`src/logic/logo_display_defines.svh`:
```
`ifndef LOGO_DISPLAY_DEFINES_SVH
`define LOGO_DISPLAY_DEFINES_SVH

// --------------------------------------------------------------------------
// vga timing for 640x480, counts in pixel clocks
// --------------------------------------------------------------------------
`define H_DISPLAY 10'd640
`define H_FRONT   10'd16
`define H_SYNC    10'd96
`define H_BACK    10'd48
`define H_TOTAL   (`H_DISPLAY + `H_FRONT + `H_SYNC + `H_BACK)

`define V_DISPLAY 10'd480
`define V_FRONT   10'd10
`define V_SYNC    10'd2
`define V_BACK    10'd33
`define V_TOTAL   (`V_DISPLAY + `V_FRONT + `V_SYNC + `V_BACK)

// glyph box size
`define LOGO_W 10'd32
`define LOGO_H 10'd16

// wishbone word addresses
`define REG_POS   1'b0
`define REG_STYLE 1'b1

// values seen right after reset
`define POS_X_RESET     10'd300
`define POS_Y_RESET     10'd10
`define STYLE_RGB_RESET 3'b101
`define STYLE_EN_RESET  1'b1

`endif
```
`src/logic/logo_display_pkg.sv`:
```
package logo_display_pkg;

   // screen coordinate, covers both counters
   typedef logic [9:0] pix_coord_t;

   // one bit per gun, red in bit 2
   typedef logic [2:0] rgb_t;

   // ------------------------------------------------------------------------
   // register word views
   // ------------------------------------------------------------------------
   // position word, x low and y high
   typedef struct packed {
      logic [5:0] rsvd_hi;
      pix_coord_t y;
      logic [5:0] rsvd_lo;
      pix_coord_t x;
   } pos_word_t;

   // style word, enable in bit 8
   typedef struct packed {
      logic [22:0] rsvd_hi;
      logic        enable;
      logic [4:0]  rsvd_lo;
      rgb_t        rgb;
   } style_word_t;

   // same 32 bits, picked by address
   typedef union packed {
      pos_word_t   pos;
      style_word_t style;
      logic [31:0] raw;
   } sprite_word_u;

endpackage

```
`src/logic/sprite_cfg_if.sv`:
```
`timescale 1ns/1ps

// live sprite setup, register block to sprite
interface sprite_cfg_if;
   import logo_display_pkg::*;

   pix_coord_t pos_x;
   pix_coord_t pos_y;
   rgb_t       rgb;
   logic       enable;

   // register side
   modport source (
      output pos_x,
      output pos_y,
      output rgb,
      output enable
   );

   // drawing side
   modport sink (
      input pos_x,
      input pos_y,
      input rgb,
      input enable
   );

endinterface

```
`src/logic/logo_display_top.sv`:
```
`timescale 1ns/1ps

module logo_display_top (
   input  logic                  clk,
   input  logic                  reset,
   input  logic                  wb_cyc,
   input  logic                  wb_stb,
   input  logic                  wb_we,
   input  logic                  wb_adr,
   input  logic [31:0]           wb_dat_w,
   output logic [31:0]           wb_dat_r,
   output logic                  wb_ack,
   output logo_display_pkg::rgb_t vga_rgb,
   output logic                  vga_hsync,
   output logic                  vga_vsync
);
   import logo_display_pkg::*;

   // timing to sprite and output
   pix_coord_t pix_x;
   pix_coord_t pix_y;
   logic       hsync;
   logic       vsync;
   logic       video_on;
   logic       refr_tick;
   logic       sprite_on;

   // active sprite setup
   sprite_cfg_if cfg_bus ();

   // --------------------------------------------------------------------------
   // host side
   // --------------------------------------------------------------------------
   wb_sprite_regs u_regs (
      .clk       (clk),
      .reset     (reset),
      .wb_cyc    (wb_cyc),
      .wb_stb    (wb_stb),
      .wb_we     (wb_we),
      .wb_adr    (wb_adr),
      .wb_dat_w  (wb_dat_w),
      .wb_dat_r  (wb_dat_r),
      .wb_ack    (wb_ack),
      .refr_tick (refr_tick),
      .cfg       (cfg_bus.source)
   );

   // --------------------------------------------------------------------------
   // video path
   // --------------------------------------------------------------------------
   vga_sync_gen u_sync (
      .clk       (clk),
      .reset     (reset),
      .pix_x     (pix_x),
      .pix_y     (pix_y),
      .hsync     (hsync),
      .vsync     (vsync),
      .video_on  (video_on),
      .refr_tick (refr_tick)
   );

   six_logo_sprite u_sprite (
      .pix_x     (pix_x),
      .pix_y     (pix_y),
      .video_on  (video_on),
      .cfg       (cfg_bus.sink),
      .sprite_on (sprite_on)
   );

   // colour taken straight from the active setup
   pixel_out_stage u_out (
      .clk        (clk),
      .reset      (reset),
      .sprite_on  (sprite_on),
      .hsync_in   (hsync),
      .vsync_in   (vsync),
      .sprite_rgb (cfg_bus.rgb),
      .vga_rgb    (vga_rgb),
      .vga_hsync  (vga_hsync),
      .vga_vsync  (vga_vsync)
   );

endmodule

```
`src/logic/pixel_out_stage.sv`:
```
`timescale 1ns/1ps

module pixel_out_stage (
   input  logic                  clk,
   input  logic                  reset,
   input  logic                  sprite_on,
   input  logic                  hsync_in,
   input  logic                  vsync_in,
   input  logo_display_pkg::rgb_t sprite_rgb,
   output logo_display_pkg::rgb_t vga_rgb,
   output logic                  vga_hsync,
   output logic                  vga_vsync
);
   import logo_display_pkg::*;

   // black background
   rgb_t rgb_next;

   assign rgb_next = sprite_on ? sprite_rgb : 3'b000;

   // --------------------------------------------------------------------------
   // output register
   // --------------------------------------------------------------------------
   // colour and syncs share one stage to stay aligned
   always_ff @(posedge clk or posedge reset)
   begin
      if (reset)
      begin
         vga_rgb   <= 3'b000;
         // syncs idle high
         vga_hsync <= 1'b1;
         vga_vsync <= 1'b1;
      end
      else
      begin
         vga_rgb   <= rgb_next;
         vga_hsync <= hsync_in;
         vga_vsync <= vsync_in;
      end
   end

endmodule

```
`src/logic/six_logo_sprite.sv`:
```
`timescale 1ns/1ps
`include "logo_display_defines.svh"

module six_logo_sprite (
   input  logo_display_pkg::pix_coord_t pix_x,
   input  logo_display_pkg::pix_coord_t pix_y,
   input  logic                        video_on,
   sprite_cfg_if.sink                  cfg,
   output logic                        sprite_on
);
   import logo_display_pkg::*;

   // offsets inside the box
   pix_coord_t  dx;
   pix_coord_t  dy;
   logic        in_x;
   logic        in_y;

   logic [3:0]  rom_row;
   logic [4:0]  rom_col;
   logic [31:0] rom_data;
   logic        rom_bit;

   // --------------------------------------------------------------------------
   // glyph rom, one word per row
   // --------------------------------------------------------------------------
   // bit index is the column, so bit 0 sits at the left edge
   always_comb
   begin
      rom_data = '0;
      case (rom_row)
         4'h0: rom_data = 32'b0000_0000_0000_1111_1111_0000_0000_0000;
         4'h1: rom_data = 32'b0000_0000_0011_1111_1111_1000_0000_0000;
         4'h2: rom_data = 32'b0000_0000_0111_1111_1111_1100_0000_0000;
         4'h3: rom_data = 32'b0000_0000_1111_1100_0111_1110_0000_0000;
         4'h4: rom_data = 32'b0000_0001_1111_1000_0011_1111_0000_0000;
         4'h5: rom_data = 32'b0000_0001_1111_0000_0001_1111_0000_0000;
         4'h6: rom_data = 32'b0000_0011_1111_0000_0000_0000_0000_0000;
         4'h7: rom_data = 32'b0000_0011_1111_0000_0000_0000_0000_0000;
         4'h8: rom_data = 32'b0000_0011_1110_0111_1111_0000_0000_0000;
         4'h9: rom_data = 32'b0000_0011_1111_1111_1111_1110_0000_0000;
         4'hA: rom_data = 32'b0000_0011_1111_1000_0011_1111_0000_0000;
         4'hB: rom_data = 32'b0000_0011_1111_0000_0011_1111_0000_0000;
         4'hC: rom_data = 32'b0000_0001_1111_1000_0011_1111_0000_0000;
         4'hD: rom_data = 32'b0000_0001_1111_1100_0111_1111_0000_0000;
         4'hE: rom_data = 32'b0000_0000_0011_1111_1111_1000_0000_0000;
         4'hF: rom_data = 32'b0000_0000_0001_1111_1111_0000_0000_0000;
         default: rom_data = '0;
      endcase
   end

   // --------------------------------------------------------------------------
   // hit test against the live position
   // --------------------------------------------------------------------------
   assign dx = pix_x - cfg.pos_x;
   assign dy = pix_y - cfg.pos_y;

   // left of the box wraps dx, so check the lower edge too
   assign in_x = (pix_x >= cfg.pos_x) && (dx < `LOGO_W);
   assign in_y = (pix_y >= cfg.pos_y) && (dy < `LOGO_H);

   // low bits are enough once inside the box
   assign rom_row = dy[3:0];
   assign rom_col = dx[4:0];
   assign rom_bit = rom_data[rom_col];

   assign sprite_on = cfg.enable & video_on & in_x & in_y & rom_bit;

endmodule

```
`src/logic/vga_sync_gen.sv`:
```
`timescale 1ns/1ps
`include "logo_display_defines.svh"

module vga_sync_gen (
   input  logic                        clk,
   input  logic                        reset,
   output logo_display_pkg::pix_coord_t pix_x,
   output logo_display_pkg::pix_coord_t pix_y,
   output logic                        hsync,
   output logic                        vsync,
   output logic                        video_on,
   output logic                        refr_tick
);
   import logo_display_pkg::*;

   // sync window edges
   localparam pix_coord_t HS_START = `H_DISPLAY + `H_FRONT;
   localparam pix_coord_t HS_END   = `H_DISPLAY + `H_FRONT + `H_SYNC - 10'd1;
   localparam pix_coord_t VS_START = `V_DISPLAY + `V_FRONT;
   localparam pix_coord_t VS_END   = `V_DISPLAY + `V_FRONT + `V_SYNC - 10'd1;

   // last count of each counter
   localparam pix_coord_t H_LAST = `H_TOTAL - 10'd1;
   localparam pix_coord_t V_LAST = `V_TOTAL - 10'd1;

   pix_coord_t h_count;
   pix_coord_t v_count;
   logic       h_end;
   logic       v_end;

   // --------------------------------------------------------------------------
   // counters
   // --------------------------------------------------------------------------
   assign h_end = (h_count == H_LAST);
   assign v_end = (v_count == V_LAST);

   // pixel clock is clk, step every cycle
   always_ff @(posedge clk or posedge reset)
   begin
      if (reset)
      begin
         h_count <= '0;
         v_count <= '0;
      end
      else if (h_end)
      begin
         h_count <= '0;
         // line done, move down or wrap the frame
         if (v_end)
            v_count <= '0;
         else
            v_count <= v_count + 10'd1;
      end
      else
      begin
         h_count <= h_count + 10'd1;
      end
   end

   // --------------------------------------------------------------------------
   // decoded outputs
   // --------------------------------------------------------------------------
   // active low pulses
   assign hsync = ~((h_count >= HS_START) && (h_count <= HS_END));
   assign vsync = ~((v_count >= VS_START) && (v_count <= VS_END));

   // visible area
   assign video_on = (h_count < `H_DISPLAY) && (v_count < `V_DISPLAY);

   // first pixel of first blank line
   assign refr_tick = (h_count == 10'd0) && (v_count == `V_DISPLAY);

   assign pix_x = h_count;
   assign pix_y = v_count;

endmodule

```
`src/logic/wb_sprite_regs.sv`:
```
`timescale 1ns/1ps
`include "logo_display_defines.svh"

module wb_sprite_regs (
   input  logic               clk,
   input  logic               reset,
   input  logic               wb_cyc,
   input  logic               wb_stb,
   input  logic               wb_we,
   input  logic               wb_adr,
   input  logic [31:0]        wb_dat_w,
   output logic [31:0]        wb_dat_r,
   output logic               wb_ack,
   input  logic               refr_tick,
   sprite_cfg_if.source       cfg
);
   import logo_display_pkg::*;

   // shadow copies, written by the host
   pix_coord_t   shadow_x;
   pix_coord_t   shadow_y;
   rgb_t         shadow_rgb;
   logic         shadow_en;

   sprite_word_u wr_word;
   sprite_word_u rd_word;
   logic         wr_en;

   // --------------------------------------------------------------------------
   // bus handshake
   // --------------------------------------------------------------------------
   // one access per request, ack drops after one cycle
   assign wr_en   = wb_cyc & wb_stb & wb_we & ~wb_ack;
   assign wr_word = wb_dat_w;

   always_ff @(posedge clk or posedge reset)
   begin
      if (reset)
         wb_ack <= 1'b0;
      else
         wb_ack <= wb_cyc & wb_stb & ~wb_ack;
   end

   // shadow registers
   always_ff @(posedge clk or posedge reset)
   begin
      if (reset)
      begin
         shadow_x   <= `POS_X_RESET;
         shadow_y   <= `POS_Y_RESET;
         shadow_rgb <= `STYLE_RGB_RESET;
         shadow_en  <= `STYLE_EN_RESET;
      end
      else if (wr_en)
      begin
         if (wb_adr == `REG_POS)
         begin
            shadow_x <= wr_word.pos.x;
            shadow_y <= wr_word.pos.y;
         end
         else
         begin
            shadow_rgb <= wr_word.style.rgb;
            shadow_en  <= wr_word.style.enable;
         end
      end
   end

   // read-back, reserved fields stay zero
   always_comb
   begin
      rd_word = '0;
      if (wb_adr == `REG_POS)
      begin
         rd_word.pos.x = shadow_x;
         rd_word.pos.y = shadow_y;
      end
      else
      begin
         rd_word.style.rgb    = shadow_rgb;
         rd_word.style.enable = shadow_en;
      end
   end

   assign wb_dat_r = wb_ack ? rd_word.raw : 32'd0;

   // --------------------------------------------------------------------------
   // active copy, frame boundary only
   // --------------------------------------------------------------------------
   always_ff @(posedge clk or posedge reset)
   begin
      if (reset)
      begin
         cfg.pos_x  <= `POS_X_RESET;
         cfg.pos_y  <= `POS_Y_RESET;
         cfg.rgb    <= `STYLE_RGB_RESET;
         cfg.enable <= `STYLE_EN_RESET;
      end
      else if (refr_tick)
      begin
         cfg.pos_x  <= shadow_x;
         cfg.pos_y  <= shadow_y;
         cfg.rgb    <= shadow_rgb;
         cfg.enable <= shadow_en;
      end
   end

endmodule

```
`config.mk`:
```
export PLATFORM = sky130hd
export DESIGN_NAME = logo_display_top
export DESIGN_NICKNAME = d
export VERILOG_FILES = /design/src/logic/logo_display_pkg.sv /design/src/logic/sprite_cfg_if.sv /design/src/logic/logo_display_top.sv /design/src/logic/pixel_out_stage.sv /design/src/logic/six_logo_sprite.sv /design/src/logic/vga_sync_gen.sv /design/src/logic/wb_sprite_regs.sv
export VERILOG_INCLUDE_DIRS = /design/src /design/src/logic
export SDC_FILE = /design/constraint.sdc
export NUM_CORES = 1
export LEC_CHECK = 0
export BUFFER_PORTS_ARGS = -buffer_cell sky130_fd_sc_hd__buf_4
export CAP_MARGIN = 20
export CORE_ASPECT_RATIO = 1.5
export CORE_MARGIN = 2
export CORE_UTILIZATION = 35
export CTS_BUF_LIST = sky130_fd_sc_hd__clkbuf_16
export DETAILED_ROUTE_END_ITERATION = 8
export PLACE_DENSITY = 0.51
export SLEW_MARGIN = 20
export SYNTH_ARGS = -nofsm -noshare
export SYNTH_HDL_FRONTEND = slang
export SYNTH_SLANG_ARGS = --single-unit
```
`constraint.sdc`:
```
create_clock -name clk -period 4.28 [get_ports clk]
set_input_delay 0.642 -clock clk [delete_from_list [all_inputs] [get_ports clk]]
set_output_delay 0.642 -clock clk [all_outputs]
set_load 0.1 [all_outputs]
```
==> results of run 1 <==
-- final timing paths --
path,endpoint
worst min register to register,u_sync.pix_x[0]
worst min-delay path,u_regs.shadow_y[5]
max in group asynchronous,u_regs.cfg.pos_x[3]
worst max register to register,u_out.vga_rgb[0]
min in group clk,u_sync.pix_x[0]
worst max-delay path,u_out.vga_rgb[0]
-- registers in the layout, summed over array words and instances, names as in the netlist --
register / cells
u_sync.pix_x: 10
u_regs.wb_ack: 1
u_regs.cfg.rgb: 3
u_regs.cfg.pos_x: 10
u_regs.shadow_en: 1
u_regs.shadow_x: 10
u_out.vga_vsync: 1
u_out.vga_rgb: 3
u_regs.cfg.pos_y: 10
u_out.vga_hsync: 1
u_regs.shadow_y: 10
u_sync.pix_y: 10
u_regs.shadow_rgb: 3
u_regs.cfg.enable: 1
-- cell type report --
cell class / instances / area, um2 / share of cell area
multi-input cells: 358 / 2720 / 0.482
flip-flops and latches: 74 / 1880 / 0.333
repair buffers: 54 / 405 / 0.0720
clock buffers: 9 / 225 / 0.0400
well taps: 162 / 203 / 0.0360
inverters: 35 / 131 / 0.0233
clock inverters: 7 / 75.1 / 0.0133
-- synth_stat cells, types with 8 or more instances --
library cell,number,area (um2)
nor2_1,28,105
dfstp_2,20,526
and2_1,17,106
mux2_2,28,315
xnor2_1,13,114
clkbuf_1,15,56.3
dfrtp_1,54,1350
nand3_1,16,80.1
nor2b_1,12,75.1
buf_4,13,97.6
nand2b_1,10,62.6
a21oi_1,19,95.1
mux2i_1,9,90.1
nand4_1,10,62.6
xor2_1,8,70.1
nand2_1,23,86.3
inv_1,33,124
ha_1,31,388
mux2_1,20,225
o21ai_0,16,80.1
-- layer usage --
metal / vias to the layer above / wire, um / track usage
li1: 1798 / - / -
met1: 1799 / 4750 / 0.192
met2: 77 / 5670 / 0.278
met3: 15 / 249 / 0.0161
met4: 0 / 374 / 0.0801
met5: - / 0 / 0
-- metrics by stage --
stage                util  area, um2  hold slack, ns  instances  setup WS [ns]
floorplan               -       4880           0.455        496           1.24
global placement    0.394       5330           0.477        683          0.774
detailed placement  0.394       5330           0.481        683          0.671
CTS                 0.416       5630           0.490        699          0.668
global route        0.416       5630           0.529        699          0.484
finish              0.416       5630           0.471        699          0.666
-- power by group --
group / total [mW] / internal (mW) / switching, mW / leakage, nW
Sequential: 0.810 / 0.771 / 0.0392 / 0.919
Combinational: 0.237 / 0.0774 / 0.160 / 1.50
Clock: 0.758 / 0.454 / 0.303 / 0.140
Total: 1.80 / 1.30 / 0.502 / 2.56
-- cells by family after synthesis --
kind of cell | Yosys count | synth area share
buffers and inverters | 64 | 0.0600
muxes | 59 | 0.138
xor gates and xnor gates | 22 | 0.0414
DFF | 74 | 0.388
and+or+nand+nor | 146 | 0.160
adders and majority gates | 33 | 0.0884
other | 1 | 0.000775
AOI/OAI and AO/OA | 86 | 0.123
==> run metrics, run 1 <==
Worst Path Buf+Inv 3; Vias/cell around 5.3; Slew Limit Fails 0; clk root buf clkbuf_16; row count 52; Post-synth EDFFs 0; Worst Path Max Fanout 16; Initial Utilization 0.358; normalized max-slew margin 0.281; H-tree levels 3; DP HPWL 8520 um; final setup fails 0; Placer Congestion a little under 0.9; Worst-path clk slew approximately 0.060 ns; setup_tns 0 ns; Final Cycle Share 0.844; fillers 1351; Least-Margin Pin Slew 1.08 ns; first-pass GRT wire length 18900 um; pwr dens 320 nW/um2; Cells after Synth 485; Netlist Area Pre-Place 4840 um2; unrepaired setup endpoints after global routing false; via count approximately 3700; Worst Setup SP u_sync.pix_y[0]; Crit path max-delay family compound AO/OA/AOI/OAI gates; CTS Sinks 74; vias in the first global route around 3800; ys flop type dfrtp_1; largest net degree at the start of global routing 40; Die ar. about 15000 um2; Max Cap Viol 0; Levels on crit path 13; commonest non-fill, non-tap cells in the layout buf_4, dfrtp_1, inv_1; Die Ht 148 um; R2R setup slack 0.67 ns; grt total ovfl 0; Area growth, synth to finish 16.4%; Startpoint Class flip-flop; CP dominant cell by count inv_1; Arr. time, crit path between 3 and 4 ns; post-detailed-route wirelength per cell 15.8 um; Critical Path Slowest Stage Cell xor2_2; status complete, no violations; # diodes 0; I/O Buffers 51; Max Clk Rate 277 MHz; CTS tree done; Worst Clk Skew 0.00824 ns; Power Total 1.80 mW; r2r startpoint u_sync.pix_y[0]; Mean Syn Cell Area 9.98 um2; worst skew pair latency 0.33 ns; sequential share of the synthesized area 0.388; Synth Register Bits 74; post-CTS sizing 0; final WL around 11000 um; initial antenna violation count 0; Hold-fix buffers, CTS 0; Async S/R FF share, synth 1.00; router iterations before antenna repair 4; Max IR drop VDD 317 uV; Post CTS Setup Buffer Count 0; Worst EP required 4.54 ns; I/O pins 76; fraction of layout cells with a size suffix above 1 0.236; core footprint between 10000 and 15000 um2; Leak 2.56 nW; Register-to-Register Path Depth 13; final hold violations 0; YS warnings 0; CP Cell Sequence inv_1, ha_1, inv_1, fa_1, xor2_2, inv_2, mux2_4, mux2i_4, nor2_1, a211oi_2, nor4bb_1, a2111oi_4, and3_1; drt drc 0; CP Class flip-flop to flip-flop; Total GRT Usage 0.159; DR iter-0 viols 182; Final Net Count 603; minimum clock period 3.61 ns; Critical Path Sink Type flip-flop; die width 100 um; cts bufs inserted 9; antenna-violating nets left 0; Hold Crit Class input pin to async pin; Yosys cell types 60; max incr delay on CP 0.60 ns; CTS max path bufs 2
Power figures use the tool's default switching activity.
==> run 2: changes to the inputs <==
Settings changed: PLACE_DENSITY 0.51 to 0.53.
Clock period 4.28 ns to 3.2 ns, I/O delays scaled along.
==> run 2 against run 1 <==
Against the previous run: register-to-register slack lost 0.54 ns; highest routed layer unchanged; largest power group unchanged; clock power increased by 39%; utilization grew 1.3 points; critical endpoint is now u_out.vga_rgb[1]; combinational power rose by 34%; hold slack worse by 0.092 ns; first-iteration DRC count grew 33%; non-clock buffer count increased by 17; final area grew 3.2%; critical path depth down 1; sequential power is 35% higher.
==> run metrics, run 2 (synthesis gave the netlist of run 1 again) <==
Placer Congestion roughly 0.91; normalized max-slew margin 0.386; Critical Path Sink Type flip-flop; Die ar. between 10000 and 15000 um2; Worst Setup SP u_sync.pix_y[0]; CTS tree done; Leak 2.67 nW; placed cell area 5430 um2; Worst Clk Skew 0.00666 ns; r2r startpoint u_sync.pix_y[0]; CTS Sinks 74; I/O pins 76; CTS max path bufs 2; post-detailed-route wirelength per cell 15.7 um; pwr dens 423 nW/um2; status complete, no violations; CP dominant cell by count inv_2; commonest non-fill, non-tap cells in the layout buf_4, dfrtp_1, inv_1; Total GRT Usage 0.161; fraction of layout cells with a size suffix above 1 0.271; antenna-violating nets left 0; initial antenna violation count 0; drt drc 0; setup_tns 0 ns; I/O Buffers 51; most common cell after layout, fill and taps aside buf_4; clk root buf clkbuf_16; Final Net Count 620; post-layout util 0.430; Finished Cell Area 5820 um2; DR iter-0 viols between 200 and 250; Max Cap Viol 0; final setup fails 0; CP Cell Sequence inv_2, ha_4, inv_2, fa_2, a21o_1, a21oi_2, mux2i_1, o31ai_1, a2111oi_1, nand4_1, a2111oi_4, and3_1; via count 3784; Worst Path Max Fanout 4; max incr delay on CP 0.41 ns; Slew Limit Fails 0; minimum clock period 3.07 ns; row count 52; final hold violations 0; vias in the first global route slightly below 4000; Final Cycle Share 0.959; Die Ht 148 um; cts bufs inserted 9; Worst-path clk slew 0.06 ns; CP Class flip-flop to flip-flop; final WL 11300 um; fillers 1317; DP HPWL 8730 um; Vias/cell between 5 and 6; grt total ovfl 0; die width 100 um; core footprint 13500 um2; Max Clk Rate 326 MHz; H-tree levels 3; HP Start wb_dat_w[3]; first-pass GRT wire length 19100 um; Critical Path Slowest Stage Cell a2111oi_4; unrepaired setup endpoints after global routing true; # diodes 0; Least-Margin Pin Slew 0.921 ns; Startpoint Class flip-flop; Hold Crit Class input pin to flip-flop; Initial Utilization 0.358; worst skew pair latency ~0.33 ns; Max IR drop VDD about 330 uV; largest net degree at the start of global routing between 70 and 80; Arr. time, crit path about 3.3 ns; router iterations before antenna repair 4; Area growth, synth to finish 20.2%; Worst EP required 3.47 ns
run 2: cell type report:
| class | instances | area [um2] | share of cell area |
|---|---|---|---|
| clock buffer | 9 | 225 | 0.0387 |
| multi-input combinational | 358 | 2760 | 0.474 |
| timing repair buffer | 71 | 537 | 0.0923 |
| tap | 162 | 203 | 0.0349 |
| inverter | 35 | 131 | 0.0226 |
| sequential | 74 | 1880 | 0.323 |
| clock inverter | 7 | 85.1 | 0.0146 |
run 2: through the flow:
step	worst slack (ns)	cells	power (mW)	hold WS, ns
2_1_floorplan	0.223	496	1.35	0.455
3_3_place_gp	0.112	696	1.42	0.481
3_5_place_dp	0.0459	696	1.43	0.483
4_1_cts	0.0265	712	2.49	0.369
5_1_grt	-0.0326	716	2.56	0.373
6_report	0.130	716	2.46	0.379
run 2: power by group:
part           switching, mW  total, mW  leakage [nW]  internal [mW]
sequential            0.0564       1.09         0.919           1.03
combinational          0.214      0.318          1.60          0.104
clock                  0.379       1.05         0.156          0.674
run 2: path summary, 6_finish.rpt:
| check | to | slack (ns) | cells past startpoint |
|---|---|---|---|
| worst max-delay path | u_out.vga_rgb[1] | 0.13 | 12 |
| worst min-delay path | u_regs.shadow_x[3] | 0.38 | 2 |
| worst max register to register | u_out.vga_rgb[1] | 0.13 | 12 |
| worst min register to register | u_regs.cfg.pos_y[9] | 0.49 | 1 |
| max in group asynchronous | u_sync.pix_x[4] | 2.16 | 3 |
| min in group asynchronous | u_regs.shadow_y[5] | 0.42 | 3 |
run 2: per-layer routing:
layer	wire length, um	global-route usage
met3	259	0.0236
met4	220	0.0658
met1	4850	0.197
met2	5940	0.281
met5	0	0
run 2: timing repair:
item / CTS / global route
endpoints found under the hold margin: 0 / 0
endpoints found under the setup margin: 0 / 3
resized for setup: 0 / 12
buffers inserted: 0 / 4
hold buffers: 0 / 0
run 2: worst max-delay path, delay by kind of cell (launching register included):
family	cells	cell delay [ns]
buffers and inverters	2	0.13
adders and majority gates	2	0.52
DFF	1	0.39
AOI/OAI and AO/OA	5	1.30
muxes	1	0.24
and+or+nand+nor	2	0.42
==> run 3: changes to the inputs <==
Settings changed: SETUP_SLACK_MARGIN from default to 0.3.
==> run 3 against run 2 <==
Against the previous run: register-to-register slack better by 0.18 ns; clock skew is 0.0024 ns higher; setup slack better by 0.18 ns; count of clock-buffer cells in the layout stayed put; first-iteration DRC count is 29% lower; utilization is 1.0 points higher; critical endpoint unchanged; largest cell class unchanged; final area is 2.4% higher.
==> run metrics, run 3 (synthesis gave the netlist of run 1 again) <==
CP Class flip-flop to flip-flop; Initial Utilization 0.358; Cells after DPL 700; Die ar. 14800 um2; Worst Clk Skew 0.00902 ns; H-tree levels 3; Max IR drop VDD approximately 390 uV; router iterations before antenna repair 4; CTS Sinks 74; Die Ht about 150 um; placed cell area between 5000 and 6000 um2; Worst Path Max Fanout 10; Worst EP required 3.42 ns; setup_tns 0 ns; Arr. time, crit path 3.11 ns; row count 52; Leak 2.73 nW; largest net degree at the start of global routing 75; final WL 11300 um; minimum clock period 2.89 ns; Worst-path clk slew 0.06 ns; grt total ovfl 0; Least-Margin Pin Slew 0.963 ns; Vias/cell 5.27; final setup fails 0; Max Clk Rate 347 MHz; Final Cycle Share 0.902; core footprint 13500 um2; CTS tree done; Hold Crit Class input pin to flip-flop; Placer Congestion approximately 0.90; final hold violations 0; pwr dens 416 nW/um2; Final Net Count 632; via count 3835; GRT met1 Usage 0.177; commonest non-fill, non-tap cells in the layout buf_4, dfrtp_1, inv_1; post-detailed-route wirelength per cell 15.5 um; Finished Cell Area 5960 um2; GRT met2 Usage 0.293; # diodes 0; die width 100 um; fraction of layout cells with a size suffix above 1 0.302; cts bufs inserted 9; status complete, no violations; DR iter-0 viols 171; CTS max path bufs 2; normalized max-slew margin 0.352; unrepaired setup endpoints after global routing true; final non-filler cell total 728; first-pass GRT wire length 18700 um; Area growth, synth to finish 23.1%; Hold Slack roughly 0.38 ns; Critical Path Sink Type flip-flop; clk root buf clkbuf_16; Top Usage Layer GRT met2; Startpoint Class flip-flop; most common cell after layout, fill and taps aside buf_4; vias in the first global route 3820; met3 Use GR 0.0175; initial antenna violation count 0; I/O pins 76; drt drc 0; I/O Buffers 51; antenna-violating nets left 0; Max Cap Viol 0; worst skew pair latency 0.33 ns; Slew Limit Fails 0; DP HPWL between 8000 and 9000 um; post-layout util 0.440; Total GRT Usage 0.157
==> run 3: cell count changes in the layout (fill, tap and decap cells not counted), sizes merged <==
cell,delta
buf,+12
clkinv,-3
clkinvlp,+1
inv,+2
==> run 3: through the flow <==
step | total power, mW | setup WS [ns]
after CTS | 2.51 | 0.251
after floorplan | 1.35 | 0.319
final | 2.48 | 0.315
after detailed placement | 1.43 | 0.158
after global routing | 2.58 | 0.190
after global placement | 1.42 | 0.189
==> run 3: path summary, 6_finish.rpt <==
path,from,end,slack [ns],cells past startpoint
min in group asynchronous,reset,u_regs.shadow_y[0],0.43,3
hold / removal,wb_dat_w[3],u_regs.shadow_x[3],0.38,2
setup reg to reg,u_sync.pix_y[0],u_out.vga_rgb[1],0.31,12
setup / recovery,u_sync.pix_y[0],u_out.vga_rgb[1],0.31,12
max in group asynchronous,reset,u_regs.cfg.pos_x[4],2.16,3
hold reg to reg,u_regs.cfg.pos_x[6],u_regs.cfg.pos_x[6],0.49,1
==> run 3: critical path: stages (launching register included) <==
cell	delay, ns
dfrtp_1	0.39
inv_2	0.08
ha_4	0.13
inv_2	0.03
fa_2	0.40
xor2_4	0.22
buf_4	0.19
ha_1	0.30
nor3_1	0.05
a211oi_1	0.25
nand3_1	0.11
a221o_1	0.40
and3_1	0.22
==> run 3: power breakdown <==
group	switching, mW	leakage (nW)	total (mW)	internal [mW]
Sequential	0.0539	0.919	1.09	1.03
Combinational	0.214	1.66	0.318	0.104
Clock	0.390	0.155	1.07	0.682
==> run 3: cell type report <==
class                      count  area, um2
clock buffer                   9        225
clock inverter                 7       92.6
fill                        1315       7580
inverter                      35        131
multi-input combinational    358       2800
sequential                    74       1880
tap                          162        203
timing repair buffer          83        627
==> run 3: routing by layer <==
metal  up-vias  part of all wire
met2        86              0.53
met5         -                 0
li1       1857                 -
met4         0             0.034
met3        19             0.023
met1      1873              0.41
==> run 3: timing repair <==
action / 4_1_cts / 5_1_grt
cloned: 0 / 0
hold buffers: 0 / 0
pin swaps: 9 / 8
resized for setup: 14 / 6
endpoints found under the setup margin: 3 / 3
buffers inserted: 10 / 2
